## config.mk

```make
export PLATFORM = sky130hd
export DESIGN_NAME = regfile
export DESIGN_NICKNAME = d
export VERILOG_FILES = /design/src/common/rv_isa_pkg.sv /design/src/design/regfile.sv
export SDC_FILE = /design/constraint.sdc
export NUM_CORES = 2
export LEC_CHECK = 0
export BUFFER_PORTS_ARGS = -buffer_cell sky130_fd_sc_hd__buf_4
export CORE_ASPECT_RATIO = 1.75
export CORE_MARGIN = 8
export CORE_UTILIZATION = 55
export CTS_CLUSTER_SIZE = 16
export DETAILED_ROUTE_END_ITERATION = 8
export PLACE_DENSITY = 0.71
export SLEW_MARGIN = 20
export SYNTH_ARGS = -nofsm -noshare
export SYNTH_HDL_FRONTEND = slang
export SYNTH_SLANG_ARGS = --single-unit
```

## constraint.sdc

```tcl
create_clock -name clk -period 4 [get_ports clk]
set_input_delay 0.2 -clock clk [delete_from_list [all_inputs] [get_ports clk]]
set_output_delay 0.2 -clock clk [all_outputs]
set_load 0.02 [all_outputs]
```

## src/common/rv_isa_pkg.sv

```systemverilog
// RV64I ISA definitions
package rv_isa_pkg;

    localparam int XLEN = 64;

    // major opcodes used by the back end.
    localparam logic [6:0] OPC_LOAD   = 7'b0000011;
    localparam logic [6:0] OPC_STORE  = 7'b0100011;
    localparam logic [6:0] OPC_SYSTEM = 7'b1110011;

    // funct3 width codes shared by loads and stores.
    localparam logic [2:0] F3_B  = 3'b000;
    localparam logic [2:0] F3_H  = 3'b001;
    localparam logic [2:0] F3_W  = 3'b010;
    localparam logic [2:0] F3_D  = 3'b011;
    localparam logic [2:0] F3_BU = 3'b100;
    localparam logic [2:0] F3_HU = 3'b101;
    localparam logic [2:0] F3_WU = 3'b110;

    localparam logic [31:0] EBREAK_WORD = 32'h0010_0073;
    // addi x0, x0, 0.
    localparam logic [31:0] NOP_WORD    = 32'h0000_0013;

    typedef struct packed {
        logic [11:0] imm;
        logic [4:0]  rs1;
        logic [2:0]  funct3;
        logic [4:0]  rd;
        logic [6:0]  opcode;
    } i_form_t;

    typedef struct packed {
        logic [6:0]  imm_hi;
        logic [4:0]  rs2;
        logic [4:0]  rs1;
        logic [2:0]  funct3;
        logic [4:0]  imm_lo;
        logic [6:0]  opcode;
    } s_form_t;

    // the same instruction word seen in I-type and S-type layout.
    typedef union packed {
        i_form_t i_form;
        s_form_t s_form;
    } inst_t;

endpackage
```

## src/design/regfile.sv

```systemverilog
// Integer register file
`timescale 1ns/1ps

module regfile (
    input  logic                        clk,
    input  logic                        rst_n_i,
    input  logic                        we_i,
    input  logic [4:0]                  waddr_i,
    input  logic [rv_isa_pkg::XLEN-1:0] wdata_i,
    input  logic [4:0]                  raddr_i,
    output logic [rv_isa_pkg::XLEN-1:0] rdata_o,
    output logic [rv_isa_pkg::XLEN-1:0] a0_o
);
    import rv_isa_pkg::*;

    localparam logic [4:0] REG_A0 = 5'd10;

    // x0 has no storage.
    logic [XLEN-1:0] regs [1:31];

    always_ff @(posedge clk or negedge rst_n_i) begin
        if (!rst_n_i) begin
            for (int i = 1; i < 32; i++) begin
                regs[i] <= '0;
            end
        end else if (we_i && (waddr_i != 5'd0)) begin
            regs[waddr_i] <= wdata_i;
        end
    end

    assign rdata_o = (raddr_i == 5'd0) ? '0 : regs[raddr_i];
    assign a0_o    = regs[REG_A0];

    // the memory stage already drops writes to x0.
    a_no_x0_write: assert property (
        @(posedge clk) disable iff (!rst_n_i)
        we_i |-> (waddr_i != 5'd0)
    );

endmodule

```

==> impl_metrics.toml <==
[status]
status = "finished, violations left"
violations = "negative hold slack"

[timing]
hold_ws_ps = -3.77
fin_worst_skew_ps = 0
final_max_slew_viol_count = 0
slew_headroom_pct = 25.5
setup_violations = 0
fmax_mhz = 305
tns_ps = 0
final.min_clock_period_ps = 3270
hold_viol_final = 1
tightest_slew_ps = 1120
period_share_pct = 81.9
setup_slack_ps = 726
rsz0062_at_grt = "false"

[cells_and_area]
area_growth_pct = 10.6
nNetsFinal = 6345
final_area_um2 = 101000
drive_gt1_share_pct = 44.8

[grt]
grt_pass1_wl_mm = 367
overflow = 0
gr-usage-all-layers_pct = 26.7
antenna_found_initial = 6
grt_pass1_vias = 57916
grt_max_degree = 168

[setup_path]
start_kind = "primary input"
slowest_stage = "nor4_1"
crit_family = "buffers and inverters"
critPathMaxStageDelay_ps = 770
path_buf_inv = 3
crit_path_max_fanout = 86
cp-end-kind = "output port"
path_cells = "buf_8 -> buf_12 -> mux2i_1 -> o22ai_1 -> nor3_1 -> nor4_1 -> buf_4"
critPathKind = "in2out"
crit_path_start = "raddr_i[0]"
worstPathArrival_ps = 3070
worstPathRequired_ps = 3800
rr_startpoint = "a0_o[0]"

[power_and_ir_drop]
p_leak_nw = 46.2
intPower_w = 0.0389
vdd_drop_max_v = 0.000513
p_sw_share_pct = 25.7
switchingPower_w = 0.0134
p_comb_share_pct = 16.9
power_density_nw_per_um2 = 520
seqPwrFrac_pct = 49.6
clkPwrFrac_pct = 33.5

[place]
dp_slack_ps = 644
place_area_um2 = 94000
place_congestion = 0.784
dp_hpwl_mm = 140
io_buffer_count = 204

[logic_synthesis]
netlist_instances = 6320
yosys-top-cells-area = "dfrtp_1 (55%), mux2_2 (25%), mux2i_1 (7.0%)"
synth_ff_type = "dfrtp_1"
ys_ff_latch = 1984
synth_cell_types = 34
synth_top_cell_by_area = "dfrtp_1"
synth_area_um2 = 90900
yosysMostFrequentCell = "mux2_2"
ys_async_sr_fraction_pct = 100
synth_edf_count = 0
synth_top_area_share_pct = 54.6
synth.avg_cell_area_um2 = 14.4
seq_area_frac_synth_pct = 54.6
yosys_warnings = 0
synth_common_cells = "mux2_2 (2029), dfrtp_1 (1984), mux2i_1 (640), clkbuf_1 (306), o22ai_1 (256)"
syn-num-nets = 6397

[floorplanning]
num_rows = 197
die_area_um2 = 179000
die_y_um = 554
core-area_um2 = 164000
pin_count = 205
initial_core_util_pct = 55.3
die_w_um = 323

[clock_tree]
cts_max_level = 4
insertion_delay_ps = 810
clk_pin_slew_ps = 60
cts_tree = "built"
post_cts_buffers = 0
root_buffer = "clkbuf_16"
cts_buffer_depth = 4
cts_buffers = 186
clock_sinks = 1984

[route]
wl_mm = 240
drtPass1Iterations = 5
drtIter0Drc = 3564
wl_per_cell_um = 27.9
drc = 0
vias = 54098
routed_via_density = 6.30
ant_nets = 0

[run]
drv_cap = 0

[worst_hold_path]
hold_class = "in2async"
[path summary, 6_finish.rpt]
path	endpoint	slack, ps	depth (start not counted)
setup / recovery	rdata_o[46]	730	7
hold / removal	regs[1285]	-4	2
setup reg to reg	a0_o[0]	3100	1
hold reg to reg	regs[1228]	480	1
max in group asynchronous	regs[1176]	2420	3
min in group clk	regs[935]	210	4
[routing by layer]
layer,global-route usage (%),up-vias,share of wire [%]
li1,-,23068,-
met1,34.7,29254,41
met2,46.3,1297,51
met3,3.34,469,4.4
met4,8.37,10,3.3
met5,0,-,0.024
[cell usage in the layout, fill, tap and decap left out, types with 67 or more instances in the layout]
cell and instances:
mux2_2 2029, dfrtp_1 1984, mux2i_1 640, buf_4 328
o22ai_1 256, clkbuf_16 189, nor3_1 128, mux4_2 128
nor2b_1 67, dlygate4sd3_1 67
[area by class of cell]
type                    instances  area, um2
diodes                          1       2.50
clock buffers                 268       5400
clock inverters                50        526
fillers                     12638      63800
multi-input cells            3643      38000
flip-flops and latches       1984      49600
well taps                    2189       2740
repair buffers                453       4290
[per-stage QoR]
step | hold slack (ps) | utilization, % | std cells | power (W)
after global placement | 221 | 57.2 | 8202 | 0.0346
after global routing | 67.5 | 61.2 | 8588 | 0.0545
after floorplan | -95.6 | - | 6320 | 0.0324
final | -3.77 | 61.2 | 8588 | 0.0523
after CTS | 28.3 | 61.2 | 8587 | 0.0527
after detailed placement | 221 | 57.2 | 8202 | 0.0351
[cells by family after synthesis]
group | synth area share [%]
simple gates | 2.05
buf+inv | 3.90
flops | 54.6
compound gates | 3.87
mux | 35.6
[flip-flops by register name, indices dropped and copies added (netlist names)]
| name | cells |
|---|---|
| regs | 1920 |
| a0_o | 64 |
[power groups by stage]
stage                     Sequential (W)  Clock [W]  Combinational [W]
after CTS                         0.0259     0.0178            0.00893
final                             0.0260     0.0175            0.00883
after floorplan                   0.0256          0            0.00673
after global placement            0.0260          0            0.00855
after detailed placement          0.0263          0            0.00884
after global routing              0.0264     0.0186            0.00958
[timing repair]
action,4_1_cts,5_1_grt
hold endpoints to repair,2456,0
gates resized for setup,0,0
hold buffers,67,0
Power figures use the tool's default switching activity.
