File: src/common/rv_isa_pkg.sv
// RV64I ISA definitions
package rv_isa_pkg;

    localparam int XLEN = 64;

    // major opcodes used by the back end.
    localparam logic [6:0] OPC_LOAD   = 7'b0000011;
    localparam logic [6:0] OPC_STORE  = 7'b0100011;
    localparam logic [6:0] OPC_SYSTEM = 7'b1110011;

    // funct3 width codes shared by loads and stores.
    localparam logic [2:0] F3_B  = 3'b000;
    localparam logic [2:0] F3_H  = 3'b001;
    localparam logic [2:0] F3_W  = 3'b010;
    localparam logic [2:0] F3_D  = 3'b011;
    localparam logic [2:0] F3_BU = 3'b100;
    localparam logic [2:0] F3_HU = 3'b101;
    localparam logic [2:0] F3_WU = 3'b110;

    localparam logic [31:0] EBREAK_WORD = 32'h0010_0073;
    // addi x0, x0, 0.
    localparam logic [31:0] NOP_WORD    = 32'h0000_0013;

    typedef struct packed {
        logic [11:0] imm;
        logic [4:0]  rs1;
        logic [2:0]  funct3;
        logic [4:0]  rd;
        logic [6:0]  opcode;
    } i_form_t;

    typedef struct packed {
        logic [6:0]  imm_hi;
        logic [4:0]  rs2;
        logic [4:0]  rs1;
        logic [2:0]  funct3;
        logic [4:0]  imm_lo;
        logic [6:0]  opcode;
    } s_form_t;

    // the same instruction word seen in I-type and S-type layout.
    typedef union packed {
        i_form_t i_form;
        s_form_t s_form;
    } inst_t;

endpackage
File: src/design/commit_monitor.sv
// Commit monitor
`timescale 1ns/1ps

module commit_monitor (
    input  logic                        clk,
    input  logic                        rst_n_i,
    input  logic                        wb_valid_i,
    input  logic [63:0]                 wb_pc_i,
    input  logic [31:0]                 wb_inst_i,
    input  logic [rv_isa_pkg::XLEN-1:0] a0_i,
    output logic                        retire_valid_o,
    output logic [63:0]                 retire_pc_o,
    output logic                        trap_o,
    output logic [rv_isa_pkg::XLEN-1:0] exit_code_o
);
    import rv_isa_pkg::*;

    logic is_ebreak;
    logic commit;

    assign is_ebreak = (wb_inst_i == EBREAK_WORD);

    // once the core has trapped nothing retires any more.
    assign commit = wb_valid_i && !trap_o;

    always_ff @(posedge clk or negedge rst_n_i) begin
        if (!rst_n_i) begin
            retire_valid_o <= 1'b0;
            trap_o         <= 1'b0;
            exit_code_o    <= '0;
        end else begin
            retire_valid_o <= commit && !is_ebreak;
            if (commit && is_ebreak) begin
                trap_o      <= 1'b1;
                exit_code_o <= a0_i;
            end
        end
    end

    always_ff @(posedge clk) begin
        if (commit) begin
            retire_pc_o <= wb_pc_i;
        end
    end

endmodule

File: config.mk
export PLATFORM = sky130hd
export DESIGN_NAME = commit_monitor
export DESIGN_NICKNAME = d
export VERILOG_FILES = /design/src/common/rv_isa_pkg.sv /design/src/design/commit_monitor.sv
export SDC_FILE = /design/constraint.sdc
export NUM_CORES = 1
export LEC_CHECK = 0
export ABC_AREA = 1
export BUFFER_PORTS_ARGS = -buffer_cell sky130_fd_sc_hd__clkbuf_2
export CAP_MARGIN = 10
export CORE_AREA = 2 2 115 117
export CTS_CLUSTER_DIAMETER = 100
export DETAILED_ROUTE_END_ITERATION = 6
export DIE_AREA = 0 0 117 119
export PLACE_DENSITY = 0.76
export SETUP_SLACK_MARGIN = 0.4
export SYNTH_ARGS = -nofsm -noshare
export SYNTH_HDL_FRONTEND = slang
export SYNTH_SLANG_ARGS = --single-unit
File: constraint.sdc
create_clock -name clk -period 6.8 [get_ports clk]
set_input_delay 1.02 -clock clk [delete_from_list [all_inputs] [get_ports clk]]
set_output_delay 1.02 -clock clk [all_outputs]
set_load 0.005 [all_outputs]
==> impl_metrics.env <==
export IMPL_cts_hold_buf=0
export IMPL_cp_max_fo=36
export IMPL_critPathLaunch="wb_inst_i[31]"
export IMPL_syn_nets=587
export IMPL_via_count=4034
export IMPL_post_route_util_pct=56.2
export IMPL_wire_per_inst_um=14.2
export IMPL_finalSetupViolCount=0
export IMPL_met2_length_um=6730
export IMPL_drt_total_wl_um=12900
export IMPL_syn_inst=424
export IMPL_post_cts_buffers=0
export IMPL_power_density_nw_per_um2=244
export IMPL_syn_area_um2=5170
export IMPL_slew_violations=0
export IMPL_clk_latency_ns=0.41
export IMPL_ios=293
export IMPL_yosysUniqueCellTypes=17
export IMPL_vdd_drop_max_v=0.000119
export IMPL_drive_above_1_share_pct=52.2
export IMPL_numCtsBuffers=17
export IMPL_leakagePower_nw=3.76
export IMPL_dr_max_layer_used="met4"
export IMPL_worstPathArrival_ns=3.09
export IMPL_grt_pass1_vias=3966
export IMPL_synth_area_leaders="edfxtp_1, dfrtp_1, nand2_1"
export IMPL_postRouteAntennaNets=0
export IMPL_rows=42
export IMPL_met1_length_um=4800
export IMPL_tritoncts="built"
export IMPL_final_common_cell="clkbuf_2"
export IMPL_finalWorstPathRequiredPeriod_ns=2.75
export IMPL_max_cap_viol_count=0
export IMPL_clk_pin_slew_ns=0.06
export IMPL_grt_max_degree=84
export IMPL_gp_congestion=0.819
export IMPL_synth_yosys_seq_area_share_pct=69.1
export IMPL_grt_pass1_wl_um=20100
export IMPL_fmax_mhz=364
export IMPL_clk_path_buf_depth=2
export IMPL_start_kind="input port"
export IMPL_status="finished, final reports clean"
export IMPL_port_buffers=292
export IMPL_layout_common_cells="clkbuf_2, nand2_1, dfrtp_1"
export IMPL_die_w_um=117
export IMPL_die_h_um=119
export IMPL_synth_top_area_share_pct=37.2
export IMPL_hold_viol=0
export IMPL_r2r_start="trap_o"
export IMPL_dieArea_um2=13900
export IMPL_via_per_inst=4.44
export IMPL_rsz0062_at_grt="false"
export IMPL_dp_hpwl_um=9390
export IMPL_antenna_found_initial=1
export IMPL_synth_warnings=0
export IMPL_critPathKind="in2reg"
export IMPL_post_synth_top_area_cell="edfxtp_1"
export IMPL_worst_pin_slew_ns=1.02
export IMPL_area_delta_synth_final_pct=40.1
export IMPL_cts_htree_levels=4
export IMPL_start_util_pct=40.1
export IMPL_nets=880
export IMPL_ctsResizeCount=0
export IMPL_drcViolationCount=0
export IMPL_hold_path_class="reg2reg"
export IMPL_track_usage_pct=19.1
export IMPL_cp_end_kind="flip-flop"
export IMPL_cts_sinks=130
export IMPL_core_um2=12900
export IMPL_relSlewSlack_pct=32.0
export IMPL_first_pass_iters=6
export IMPL_avgSynthCellArea_um2=12.2
export IMPL_hold_start="exit_code_o[24]"
export IMPL_root_buffer="clkbuf_16"
export IMPL_first_iter_violations=228
export IMPL_crit_required_ns=7.15
export IMPL_fin_tns_setup_ns=0
export IMPL_fin_skew_ns=0.00647
export IMPL_ys_ff_latch=130
export IMPL_wl_met3_um=1150
export IMPL_grt_ovfl_total=0
export IMPL_fin_crit_sh_pct=40.4
==> layer usage <==
metal  global-route usage, %  up-vias
met3                    8.14       15
li1                        -     1972
met5                       0        -
met2                    32.6      183
met1                    21.5     1864
met4                    5.59        0
==> worst paths after layout <==
kind | to | slack (ns) | cells after the start
setup / recovery | exit_code_o[57] | 4.05 | 9
hold reg to reg | exit_code_o[24] | 0.47 | 2
hold / removal | exit_code_o[24] | 0.47 | 2
setup reg to reg | retire_pc_o[27] | 4.53 | 4
max in group asynchronous | exit_code_o[55] | 5.50 | 1
min in group asynchronous | exit_code_o[19] | 0.72 | 1
==> critical path, cell delays in order <==
cell,delay (ns)
clkbuf_2,0.08
nor2_1,0.12
nand2_1,0.06
nor2_1,0.11
nand2_1,0.10
nor2_4,0.73
buf_4,0.60
nand3_1,0.15
nand2_1,0.11
==> final cells by class <==
class                   instances  area (um^2)
well taps                     176          220
fillers                      1123         5630
repair buffers                295         1490
flip-flops and latches        130         3570
clock buffers                  17          425
diodes                          2         5.00
multi-input cells             250         1290
clock inverters                15          150
inverters                      23         91.3
==> where the power goes <==
part           total [mW]  switching (mW)  leakage, nW  internal, mW
clock network       0.872           0.357        0.281         0.515
logic              0.0655          0.0293         1.99        0.0362
registers           0.827               0         1.49         0.827
==> through the flow <==
step / cells / power, mW / cell area [um^2] / hold WS, ns / setup WS (ns)
after floorplan: 424 / 0.850 / 5170 / 0.465 / 3.25
after global placement: 874 / 0.908 / 6660 / 0.454 / 3.63
after detailed placement: 874 / 0.909 / 6660 / 0.458 / 3.59
after CTS: 906 / 1.79 / 7240 / 0.472 / 4.02
after global routing: 908 / 1.84 / 7240 / 0.495 / 3.86
final: 908 / 1.76 / 7240 / 0.469 / 4.05
==> cells by family after synthesis <==
group / share of synthesized area [%]
flops: 69.1
buf+inv: 6.10
simple gates: 24.8
==> registers in the layout, summed over array words and instances (netlist names) <==
register and count:
retire_valid_o 1, exit_code_o 64, retire_pc_o 64, trap_o 1
==> cell usage after synthesis <==
cell        n
buf_2       1
nand3_1    15
edfxtp_1   64
and2_1      1
nor2_2      1
nor2b_1     1
nand3_2    50
clkbuf_1    3
dfrtp_1    66
nand2_1   155
inv_2       1
nor2_1     26
buf_6       6
buf_4       6
nand4_1     1
inv_1      22
buf_12      5
Note: power is estimated with default switching activity, not from simulation.
