[src/common/pipe_ctrl_pkg.sv]
// Pipeline stall control
package pipe_ctrl_pkg;

    // one stall bit per pipeline register, IF/ID at bit 0 up to MEM/WB.
    localparam int STALL_W = 5;

    // position of the MEM/WB stall bit.
    localparam int STG_WB = 4;

    // all stages below MEM/WB stalled together, which the hazard unit
    // uses to request a flush of the writeback slot.
    localparam logic [STG_WB-1:0] STG_UPPER_MASK = 4'b1111;

endpackage

[src/common/rv_isa_pkg.sv]
// RV64I ISA definitions
package rv_isa_pkg;

    localparam int XLEN = 64;

    // major opcodes used by the back end.
    localparam logic [6:0] OPC_LOAD   = 7'b0000011;
    localparam logic [6:0] OPC_STORE  = 7'b0100011;
    localparam logic [6:0] OPC_SYSTEM = 7'b1110011;

    // funct3 width codes shared by loads and stores.
    localparam logic [2:0] F3_B  = 3'b000;
    localparam logic [2:0] F3_H  = 3'b001;
    localparam logic [2:0] F3_W  = 3'b010;
    localparam logic [2:0] F3_D  = 3'b011;
    localparam logic [2:0] F3_BU = 3'b100;
    localparam logic [2:0] F3_HU = 3'b101;
    localparam logic [2:0] F3_WU = 3'b110;

    localparam logic [31:0] EBREAK_WORD = 32'h0010_0073;
    // addi x0, x0, 0.
    localparam logic [31:0] NOP_WORD    = 32'h0000_0013;

    typedef struct packed {
        logic [11:0] imm;
        logic [4:0]  rs1;
        logic [2:0]  funct3;
        logic [4:0]  rd;
        logic [6:0]  opcode;
    } i_form_t;

    typedef struct packed {
        logic [6:0]  imm_hi;
        logic [4:0]  rs2;
        logic [4:0]  rs1;
        logic [2:0]  funct3;
        logic [4:0]  imm_lo;
        logic [6:0]  opcode;
    } s_form_t;

    // the same instruction word seen in I-type and S-type layout.
    typedef union packed {
        i_form_t i_form;
        s_form_t s_form;
    } inst_t;

endpackage
[src/design/mem_wb.sv]
// MEM/WB pipeline register
`timescale 1ns/1ps

module mem_wb (
    input  logic                             clk,
    input  logic                             rst_n_i,
    input  logic [pipe_ctrl_pkg::STALL_W-1:0] stall_i,
    input  logic                             mem_valid_i,
    input  logic [63:0]                      mem_pc_i,
    input  logic [31:0]                      mem_inst_i,
    input  logic                             mem_rd_ena_i,
    input  logic [4:0]                       mem_rd_addr_i,
    input  logic [rv_isa_pkg::XLEN-1:0]      mem_rd_data_i,
    output logic                             wb_valid_o,
    output logic [63:0]                      wb_pc_o,
    output logic [31:0]                      wb_inst_o,
    output logic                             wb_rd_ena_o,
    output logic [4:0]                       wb_rd_addr_o,
    output logic [rv_isa_pkg::XLEN-1:0]      wb_rd_data_o
);
    import pipe_ctrl_pkg::*;

    logic stall_wb;
    logic flush_wb;

    assign stall_wb = stall_i[STG_WB];
    assign flush_wb = stall_wb && (stall_i[STG_WB-1:0] == STG_UPPER_MASK);

    // a hold keeps rd_ena so the register file rewrites the same value,
    // but the instruction is only reported once.
    always_ff @(posedge clk or negedge rst_n_i) begin
        if (!rst_n_i) begin
            wb_valid_o  <= 1'b0;
            wb_rd_ena_o <= 1'b0;
        end else if (flush_wb) begin
            wb_valid_o  <= 1'b0;
            wb_rd_ena_o <= 1'b0;
        end else if (!stall_wb) begin
            wb_valid_o  <= mem_valid_i;
            wb_rd_ena_o <= mem_rd_ena_i;
        end else begin
            wb_valid_o  <= 1'b0;
        end
    end

    always_ff @(posedge clk) begin
        if (flush_wb) begin
            wb_pc_o      <= '0;
            wb_inst_o    <= '0;
            wb_rd_addr_o <= '0;
            wb_rd_data_o <= '0;
        end else if (!stall_wb) begin
            wb_pc_o      <= mem_pc_i;
            wb_inst_o    <= mem_inst_i;
            wb_rd_addr_o <= mem_rd_addr_i;
            wb_rd_data_o <= mem_rd_data_i;
        end
    end

    // an instruction handed over while the slot is held or flushed would be lost.
    a_no_strobe_in_stall: assert property (
        @(posedge clk) disable iff (!rst_n_i)
        stall_wb |-> !mem_valid_i
    );

endmodule

[config.mk]
export PLATFORM = sky130hd
export DESIGN_NAME = mem_wb
export DESIGN_NICKNAME = d
export VERILOG_FILES = /design/src/common/pipe_ctrl_pkg.sv /design/src/common/rv_isa_pkg.sv /design/src/design/mem_wb.sv
export SDC_FILE = /design/constraint.sdc
export NUM_CORES = 1
export LEC_CHECK = 0
export BUFFER_PORTS_ARGS = -buffer_cell sky130_fd_sc_hd__clkbuf_2
export CAP_MARGIN = 40
export CORE_AREA = 3 3 131 133
export CTS_CLUSTER_SIZE = 24
export DETAILED_ROUTE_END_ITERATION = 10
export DIE_AREA = 0 0 134 136
export GPL_TIMING_DRIVEN = 0
export PLACE_DENSITY = 0.75
export SYNTH_ARGS = -nofsm -noshare
export SYNTH_HDL_FRONTEND = slang
export SYNTH_SLANG_ARGS = --single-unit
export TNS_END_PERCENT = 20
[constraint.sdc]
create_clock -name clk -period 0.8 [get_ports clk]
set_input_delay 0.04 -clock clk [delete_from_list [all_inputs] [get_ports clk]]
set_output_delay 0.04 -clock clk [all_outputs]
set_load 0.02 [all_outputs]
==> impl_metrics.json, run 1 <==
{
  "clock_skew_ns": 0,
  "cts.sinks": 167,
  "rsz0062_at_grt": "true",
  "grt_overflow_total": 0,
  "cts_buffer_depth": 2,
  "relSlewSlack_pct": 56.40,
  "fmax_mhz": 975.9,
  "worstSetupPathType": "flip-flop to output port",
  "hp-class": "input pin to flip-flop",
  "regArea_sq_um": 3562,
  "cts_tree": "built",
  "drtIter0Drc": 342,
  "cap_violations": 0,
  "synth_nets": 897,
  "status": "complete, but fails checks",
  "synth.distinct_cells": 14,
  "viasPerCell": 5.267,
  "dpl.hpwl_um": 14930,
  "area_delta_synth_final_pct": 91.30,
  "crit_buf_inv": 1,
  "globalplace.congestion": 0.7919,
  "rows": 46,
  "final_util_pct": 83.72,
  "timing.final.crit_share_pct": 128.1,
  "worstMarginPinSlew_ns": 0.6541,
  "netlist_instances": 723,
  "slew_viol_final": 0,
  "synth_seq_cells": 167,
  "initial_core_util_pct": 43.76,
  "die_h_um": 136,
  "hold_depth": 4,
  "p_leak_uw": 0.006562,
  "end_kind": "output port",
  "chipWidth_um": 134,
  "multi_input_area_sq_um": 2555,
  "hold_viol": 0,
  "crit_chain": "clkbuf_8",
  "r2r_cells": 4,
  "setup_violations": 169,
  "arrival_ns": 0.98,
  "htreeDepth": 4,
  "drtPass1Iterations": 5,
  "cpMaxStageDelayCell": "dfrtp_1",
  "setup_slack_ns": -0.2247,
  "hold_ws_ns": 0.2000,
  "failed_checks": "negative setup slack",
  "port_buffers": 339,
  "drcViolationCount": 0,
  "layout.cells.non_filler": 1507,
  "grt_use_total_pct": 32.35,
  "crit_family": "flip-flops",
  "ant_nets": 0,
  "timing.final.crit_period_ns": 1.025,
  "ys_warn_count": 0,
  "nNetsFinal": 1449,
  "power_per_cell_area_nw_per_um2": 1953,
  "startpoint_type": "flip-flop",
  "cts-root-buf": "clkbuf_16",
  "io_pins": 341,
  "placed_cells": 1278,
  "grt_max_degree": 17,
  "clock_latency_ns": 0.41,
  "required_ns": 0.76,
  "fin_setup_tns_ns": -21.74,
  "clk_pin_slew_worst_paths_ns": 0.07,
  "cp.depth": 1,
  "cp_max_fo": 2,
  "floorplan.die_area_sq_um": 18220,
  "grt_antenna_before_repair": 1,
  "yosysSeqAreaShare_pct": 48.06,
  "grt_pass1_wl_um": 45930,
  "syn_area_sq_um": 6977,
  "peakVddDrop_mv": 1.529,
  "core_area_sq_um": 15940,
  "cts_inserted_buffers": 17,
  "nFillCells": 727,
  "grt_pass1_vias": 8557,
  "slowest_delay_ns": 0.40,
  "postRouteWirelength_um": 33560,
  "dr_total_vias": 7938,
  "drive_gt1_share_pct": 58.15,
  "avgSynthCellArea_sq_um": 9.650,
  "wl_per_cell_um": 22.27
}
synth_stat cells:
| master | n | area share (%) |
|---|---|---|
| clkbuf_1 | 6 | 0.32 |
| nor2b_1 | 1 | 0.090 |
| buf_4 | 2 | 0.22 |
| o22ai_1 | 26 | 2.3 |
| buf_12 | 4 | 1.1 |
| buf_6 | 6 | 0.97 |
| buf_2 | 31 | 2.2 |
| dfxtp_1 | 165 | 47 |
| o22ai_2 | 140 | 25 |
| nand2_1 | 166 | 8.9 |
| and4_4 | 1 | 0.16 |
| inv_1 | 166 | 8.9 |
| dfrtp_1 | 2 | 0.72 |
| buf_8 | 7 | 1.5 |
what timing repair did:
action,4_1_cts,5_1_grt
hold endpoints to repair,169,0
setup buffers,7,18
endpoints found under the setup margin,167,180
gates resized for setup,498,169
hold buffers,169,0
pin swaps,0,1
logic make-up (layout without fill, tap and decap cells):
kind of cell	after synthesis	count (layout)	share of synthesized area (%)
other	0	3	0
flip-flops	167	167	48.06
AO/OA/AOI/OAI	166	166	27.44
buffers and inverters	222	787	15.32
AND/OR/NAND/NOR	168	168	9.182
routing by layer:
metal	wire (um)	track usage, %	up-vias
li1	-	-	3430
met1	11030	30.85	3796
met4	2554	23.14	0
met3	2523	9.363	189
met5	0	0	-
met2	17450	59.40	523
flip-flops by register name, indices dropped and copies added (netlist names):
name / count
wb_pc_o: 64
wb_rd_data_o: 64
wb_valid_o: 1
wb_rd_addr_o: 5
wb_inst_o: 32
wb_rd_ena_o: 1
placed cells by master, fill, tap and decap left out:
cell type      netlist  routed
clkbuf_4             0       1
clkinvlp_4           0       1
clkbuf_2             0     172
clkbuf_1             6       9
dlygate4sd3_1        0     169
nor2b_1              1       1
and4_4               1       1
dfxtp_2              0     164
buf_8                7     172
nand2_1            166     166
dfrtp_1              2       2
bufinv_16            0       4
buf_12               4       4
o22ai_2            140     140
clkbuf_16            0      17
buf_4                2      33
buf_6                6       7
clkinv_4             0       3
inv_1              166     166
diode_2              0       3
buf_2               31      24
clkbuf_8             0       2
inv_6                0       1
clkinv_2             0       2
dfxtp_4              0       1
o22ai_1             26      26
per-stage QoR:
step	power (uW)	worst slack, ns	instance area [sq um]
floorplan	12310	-0.02750	6992
global placement	13880	-0.3535	8959
detailed placement	13940	-0.3608	8959
CTS	24760	-0.2235	12990
global route	26730	-0.2421	13340
finish	26060	-0.2247	13350
final timing paths:
kind | slack, ns | to | from
hold reg to reg | 0.49 | wb_pc_o[63] | wb_pc_o[63]
min in group asynchronous | 0.56 | wb_valid_o | rst_n_i
setup / recovery | -0.22 | wb_rd_ena_o | wb_rd_ena_o
max in group asynchronous | 0.10 | wb_rd_ena_o | rst_n_i
hold / removal | 0.20 | wb_pc_o[56] | stall_i[4]
setup reg to reg | -0.14 | wb_rd_ena_o | wb_rd_ena_o
where the power goes:
| group | total, uW | internal (uW) | switching [uW] | leakage [uW] |
|---|---|---|---|---|
| clock network | 8930 | 5340 | 3590 | 0.000302 |
| logic | 7000 | 3830 | 3170 | 0.00483 |
| registers | 10100 | 9300 | 837 | 0.00143 |
cell type report:
class	count	share of cell area [%]
Antenna cell	3	0.05625
Buffer	56	3.469
Clock buffer	21	3.375
Clock inverter	11	1.294
Inverter	166	4.669
Multi-Input combinational cell	334	19.14
Sequential cell	167	26.69
Tap cell	216	2.025
Timing Repair Buffer	533	39.28
No activity file was read; power rests on OpenSTA's default activity.
==> inputs of run 2 (changes only) <==
--- a/config.mk
+++ b/config.mk
@@ -16,4 +16,3 @@
 export SYNTH_ARGS = -nofsm -noshare
 export SYNTH_HDL_FRONTEND = slang
 export SYNTH_SLANG_ARGS = --single-unit
-export TNS_END_PERCENT = 20
==> impl_metrics.json, run 2 (synthesis results as in run 1) <==
{
  "status": "complete, but fails checks",
  "failed_checks": "negative setup slack",
  "crit_family": "flip-flops",
  "crit_chain": "buf_8",
  "worstSetupPathType": "flip-flop to output port",
  "globalplace.congestion": 0.8176,
  "drtPass1Iterations": 4,
  "reg_top3": "wb_pc_o x64, wb_rd_data_o x64, wb_inst_o x32",
  "initial_core_util_pct": 43.76,
  "regArea_sq_um": 3562,
  "cp_max_fo": 2,
  "p_clk_share_pct": 32.8,
  "slew_viol_final": 0,
  "power_switching_share_pct": 30.54,
  "arrival_ns": 0.96,
  "rows": 46,
  "port_buffers": 339,
  "multi_input_area_sq_um": 2605,
  "peakVddDrop_mv": 1.476,
  "end_kind": "output port",
  "mostFrequentLayoutCell": "buf_8",
  "fin_setup_tns_ns": -23.20,
  "cts_inserted_buffers": 17,
  "regToRegSetupSlack_ns": -0.05,
  "r2r_cells": 4,
  "hold_viol": 0,
  "clock_latency_ns": 0.42,
  "io_pins": 341,
  "nFillCells": 650,
  "crit_path_end": "wb_rd_ena_o",
  "area_delta_synth_final_pct": 97.38,
  "htreeDepth": 4,
  "cp.depth": 1,
  "worstMarginPinSlew_ns": 0.6110,
  "fmax_mhz": 1001,
  "reg2reg_from": "wb_rd_data_o[33]",
  "p_leak_uw": 0.006801,
  "r2r_end": "wb_rd_data_o[33]",
  "nNetsFinal": 1496,
  "slowest_delay_ns": 0.40,
  "chipWidth_um": 134,
  "clock_skew_ns": 0,
  "pwr-share-comb_pct": 28.6,
  "hp-class": "input pin to flip-flop",
  "dpl.hpwl_um": 15220,
  "grt_use_total_pct": 33.16,
  "switching_power_uw": 8024,
  "cts_buffer_depth": 2,
  "hold_ws_ns": 0.1852,
  "wl_per_cell_um": 23.23,
  "grt_pass1_vias": 8662,
  "dr_total_vias": 8206,
  "power_per_cell_area_nw_per_um2": 1908,
  "clk_pin_slew_worst_paths_ns": 0.07,
  "rsz0062_at_grt": "true",
  "setup_slack_ns": -0.1989,
  "relSlewSlack_pct": 59.26,
  "cts-root-buf": "clkbuf_16",
  "grt_antenna_before_repair": 2,
  "crit_buf_inv": 1,
  "setup_violations": 182,
  "cts.sinks": 167,
  "timing.final.crit_period_ns": 0.9989,
  "die_h_um": 136,
  "postRouteWirelength_um": 36080,
  "cp-startpoint": "wb_rd_ena_o",
  "cpMaxStageDelayCell": "dfrtp_1",
  "ant_nets": 0,
  "startpoint_type": "flip-flop",
  "grt_overflow_total": 0,
  "drtIter0Drc": 516,
  "required_ns": 0.76,
  "fin_total_pwr_uw": 26280,
  "core_area_sq_um": 15940,
  "timing.final.crit_share_pct": 124.9,
  "grt_pass1_wl_um": 47030,
  "grt_max_degree": 17,
  "p_seq_share_pct": 38.6,
  "drcViolationCount": 0,
  "p_int_uw": 18250,
  "viasPerCell": 5.284,
  "fin_area_sq_um": 13770,
  "cts_tree": "built",
  "pre_cts_ws_ns": -0.3860,
  "cap_violations": 0,
  "drive_gt1_share_pct": 60.49,
  "dpl-instance-area_sq_um": 8959,
  "final_cell_mix": "buf_8 (173), clkbuf_2 (172), dlygate4sd3_1 (169)",
  "floorplan.die_area_sq_um": 18220
}
==> run 2: cell types whose count changed in the layout (fill, tap and decap cells not counted), moves of 2 or more <==
cell,before,now
nand2_2,0,5
clkinvlp_4,1,3
nand2_4,0,4
inv_6,1,3
buf_4,33,68
buf_6,7,19
bufinv_16,4,2
nand2_1,166,157
clkbuf_1,9,6
==> run 2: worst min path at each step <==
| stage | start | to | cells past startpoint |
|---|---|---|---|
| floorplan | rst_n_i | wb_rd_ena_o | 0 |
| global placement | rst_n_i | wb_valid_o | 1 |
| detailed placement | rst_n_i | wb_valid_o | 1 |
| CTS | stall_i[4] | wb_valid_o | 3 |
| global route | stall_i[4] | wb_valid_o | 3 |
| finish | stall_i[4] | wb_valid_o | 3 |
==> run 2: metrics by stage <==
stage | utilization [%] | instances
floorplan | - | 723
global placement | 56.19 | 1278
detailed placement | 56.19 | 1278
CTS | 81.77 | 1495
global route | 86.36 | 1552
finish | 86.38 | 1553
==> run 2: power by group through the flow <==
| stage | clock [uW] | combinational [uW] | sequential (uW) |
|---|---|---|---|
| 2_1_floorplan | 0 | 1670 | 10700 |
| 3_3_place_gp | 0 | 4190 | 9700 |
| 3_5_place_dp | 0 | 4250 | 9710 |
| 4_1_cts | 8460 | 6180 | 9800 |
| 5_1_grt | 8940 | 7750 | 10200 |
| 6_report | 8620 | 7510 | 10100 |
==> run 2: timing repair <==
| action | 4_1_cts | 5_1_grt |
|---|---|---|
| pin swaps | 0 | 7 |
| setup endpoints to repair | 167 | 187 |
| buffers inserted | 17 | 56 |
| cloned | 0 | 0 |
| resized for setup | 498 | 197 |
| endpoints found under the hold margin | 169 | 0 |
| hold buffers | 169 | 0 |
==> run 2: final cells by class <==
| class | instances | share of cell area, % |
|---|---|---|
| diodes | 3 | 0.05452 |
| plain buffers | 56 | 3.380 |
| repair buffers | 580 | 40.97 |
| inverters | 166 | 4.525 |
| multi-input cells | 334 | 18.92 |
| well taps | 216 | 1.963 |
| flip-flops and latches | 167 | 25.87 |
| clock buffers | 19 | 3.289 |
| clock inverters | 12 | 1.036 |
==> run 2: metal layers <==
layer / up-vias / wire length (um) / global-route usage, %
met3: 186 / 3172 / 11.03
met1: 3894 / 12050 / 31.85
li1: 3521 / - / -
met2: 605 / 18220 / 60.75
met5: - / 0 / 0
met4: 0 / 2636 / 21.20
==> inputs of run 3 (changes only) <==
--- a/config.mk
+++ b/config.mk
@@ -7,12 +7,12 @@
 export LEC_CHECK = 0
 export BUFFER_PORTS_ARGS = -buffer_cell sky130_fd_sc_hd__clkbuf_2
 export CAP_MARGIN = 40
-export CORE_AREA = 3 3 131 133
+export CORE_AREA = 3 3 130 132
 export CTS_CLUSTER_SIZE = 24
 export DETAILED_ROUTE_END_ITERATION = 10
-export DIE_AREA = 0 0 134 136
+export DIE_AREA = 0 0 133 135
 export GPL_TIMING_DRIVEN = 0
-export PLACE_DENSITY = 0.75
+export PLACE_DENSITY = 0.76
 export SYNTH_ARGS = -nofsm -noshare
 export SYNTH_HDL_FRONTEND = slang
 export SYNTH_SLANG_ARGS = --single-unit
==> constraint.sdc (replaced) <==
create_clock -name clk -period 1.2 [get_ports clk]
set_input_delay 0.06 -clock clk [delete_from_list [all_inputs] [get_ports clk]]
set_output_delay 0.06 -clock clk [all_outputs]
set_load 0.02 [all_outputs]
==> impl_metrics.json, run 3 (synthesis results as in run 1) <==
{
  "grt_use_total_pct": 26.35,
  "rsz0062_at_grt": "false",
  "cts_tree": "built",
  "cpMaxStageDelayCell": "dfxtp_1",
  "timing.final.crit_share_pct": 87.50,
  "initial_core_util_pct": 44.08,
  "nNetsFinal": 1424,
  "r2r_cells": 2,
  "reg_top3": "wb_pc_o x64, wb_rd_data_o x64, wb_inst_o x32",
  "setup_violations": 0,
  "relSlewSlack_pct": 66.67,
  "slew_viol_final": 0,
  "p_leak_uw": 0.005911,
  "clock_skew_ns": 0,
  "holdPathEnd": "wb_pc_o[55]",
  "worstSetupPathType": "flip-flop to output port",
  "dr_total_vias": 7075,
  "drcViolationCount": 0,
  "cp-startpoint": "wb_rd_data_o[56]",
  "drtIter0Drc": 277,
  "slowest_delay_ns": 0.37,
  "peakVddDrop_mv": 0.8750,
  "hp-class": "input pin to flip-flop",
  "io_pins": 341,
  "hp-start": "stall_i[4]",
  "arrival_ns": 0.99,
  "grt_max_degree": 17,
  "power_per_cell_area_nw_per_um2": 1347,
  "hold_ws_ns": 0.2084,
  "floorplan.die_area_sq_um": 17960,
  "fin_setup_tns_ns": 0,
  "cap_violations": 0,
  "cts_buffer_depth": 2,
  "ctsResizeCount": 0,
  "cts-root-buf": "clkbuf_16",
  "startpoint_type": "flip-flop",
  "required_ns": 1.14,
  "crit_chain": "clkbuf_2",
  "ctsHoldBuffers": 169,
  "regToRegSetupSlack_ns": 0.53,
  "ant_nets": 0,
  "grt_pass1_wl_um": 37740,
  "port_buffers": 339,
  "clock_latency_ns": 0.41,
  "hold_viol": 0,
  "mostFrequentLayoutCell": "clkbuf_2",
  "timing.final.crit_period_ns": 1.050,
  "area_delta_synth_final_pct": 60.74,
  "cts_inserted_buffers": 17,
  "worstMarginPinSlew_ns": 0.5000,
  "drtPass1Iterations": 5,
  "status": "finished, final reports clean",
  "viasPerCell": 4.780,
  "grt_antenna_before_repair": 1,
  "end_kind": "output port",
  "final_cell_mix": "clkbuf_2 (339), dlygate4sd3_1 (169), inv_1 (166), nand2_1 (166), dfxtp_1 (165)",
  "crit_family": "flip-flops",
  "crit_buf_inv": 1,
  "cts.sinks": 167,
  "die_h_um": 135,
  "grt_pass1_vias": 7385,
  "drive_gt1_share_pct": 44.18,
  "hold_depth": 4,
  "r2r_end": "wb_rd_data_o[20]",
  "globalplace.congestion": 0.7569,
  "clk_pin_slew_worst_paths_ns": 0.07,
  "nFillCells": 1075,
  "dpl.hpwl_um": 15280,
  "htreeDepth": 4,
  "chipWidth_um": 133,
  "cp_max_fo": 2,
  "wl_per_cell_um": 16.34,
  "rows": 46,
  "grt_overflow_total": 0,
  "core_area_sq_um": 15830,
  "reg2reg_from": "wb_rd_data_o[20]",
  "cts_setup_buffers": 0,
  "fmax_mhz": 952.4,
  "postRouteWirelength_um": 24190
}
-- run 3: cell count changes in the layout (fill, tap and decap cells not counted), moves of 4 or more --
cell / before / now
buf_6: 19 / 6
nand2_2: 5 / 0
nand2_4: 4 / 0
buf_8: 173 / 7
buf_4: 68 / 2
nand2_1: 157 / 166
clkbuf_1: 6 / 10
buf_2: 23 / 31
dfxtp_2: 164 / 0
clkbuf_2: 172 / 339
dfxtp_1: 0 / 165
-- run 3: layer usage --
metal  global-route usage, %  routed length, um  vias up
met2                   46.73              12200      330
met5                       0                  0        -
met4                   14.90               1201        0
met3                   7.452               1603       94
met1                   28.18               9185     3273
li1                        -                  -     3378
-- run 3: power breakdown --
part           leakage [uW]  switching (uW)  total, uW  internal [uW]
Clock              0.000271            2280       5410           3140
Sequential          0.00141             304       6390           6080
Combinational       0.00423            1850       3310           1460
Total               0.00591            4430      15100          10700
-- run 3: cell type report --
type	count	area, sq um	area share [%]
repair buffers	508	3388	30.21
flip-flops and latches	167	3353	29.90
multi-input cells	334	2555	22.78
inverters	166	623.1	5.556
clock buffers	22	454.2	4.050
plain buffers	56	445.4	3.972
well taps	216	270.3	2.410
clock inverters	10	122.6	1.093
diodes	1	2.502	0.02231
-- run 3: how the worst max path moves through the flow --
stage          depth (start not counted)                to
2_1_floorplan                          5      wb_inst_o[0]
5_1_grt                                1  wb_rd_data_o[56]
6_report                               1  wb_rd_data_o[56]
3_3_place_gp                           4  wb_rd_data_o[61]
4_1_cts                                1  wb_rd_data_o[56]
3_5_place_dp                           4  wb_rd_data_o[59]
-- run 3: metrics by stage --
step                      cell area [sq um]  utilization (%)  std cells  setup slack, ns  power [uW]
final                                 11210            70.85       1480           0.1500       15110
after floorplan                        6977                -        723           0.3415        8182
after CTS                             11210            70.84       1479           0.1319       15120
after detailed placement               8944            56.51       1278         -0.02966        9273
after global routing                  11210            70.85       1480           0.1143       15700
after global placement                 8944            56.51       1278         -0.03155        9230
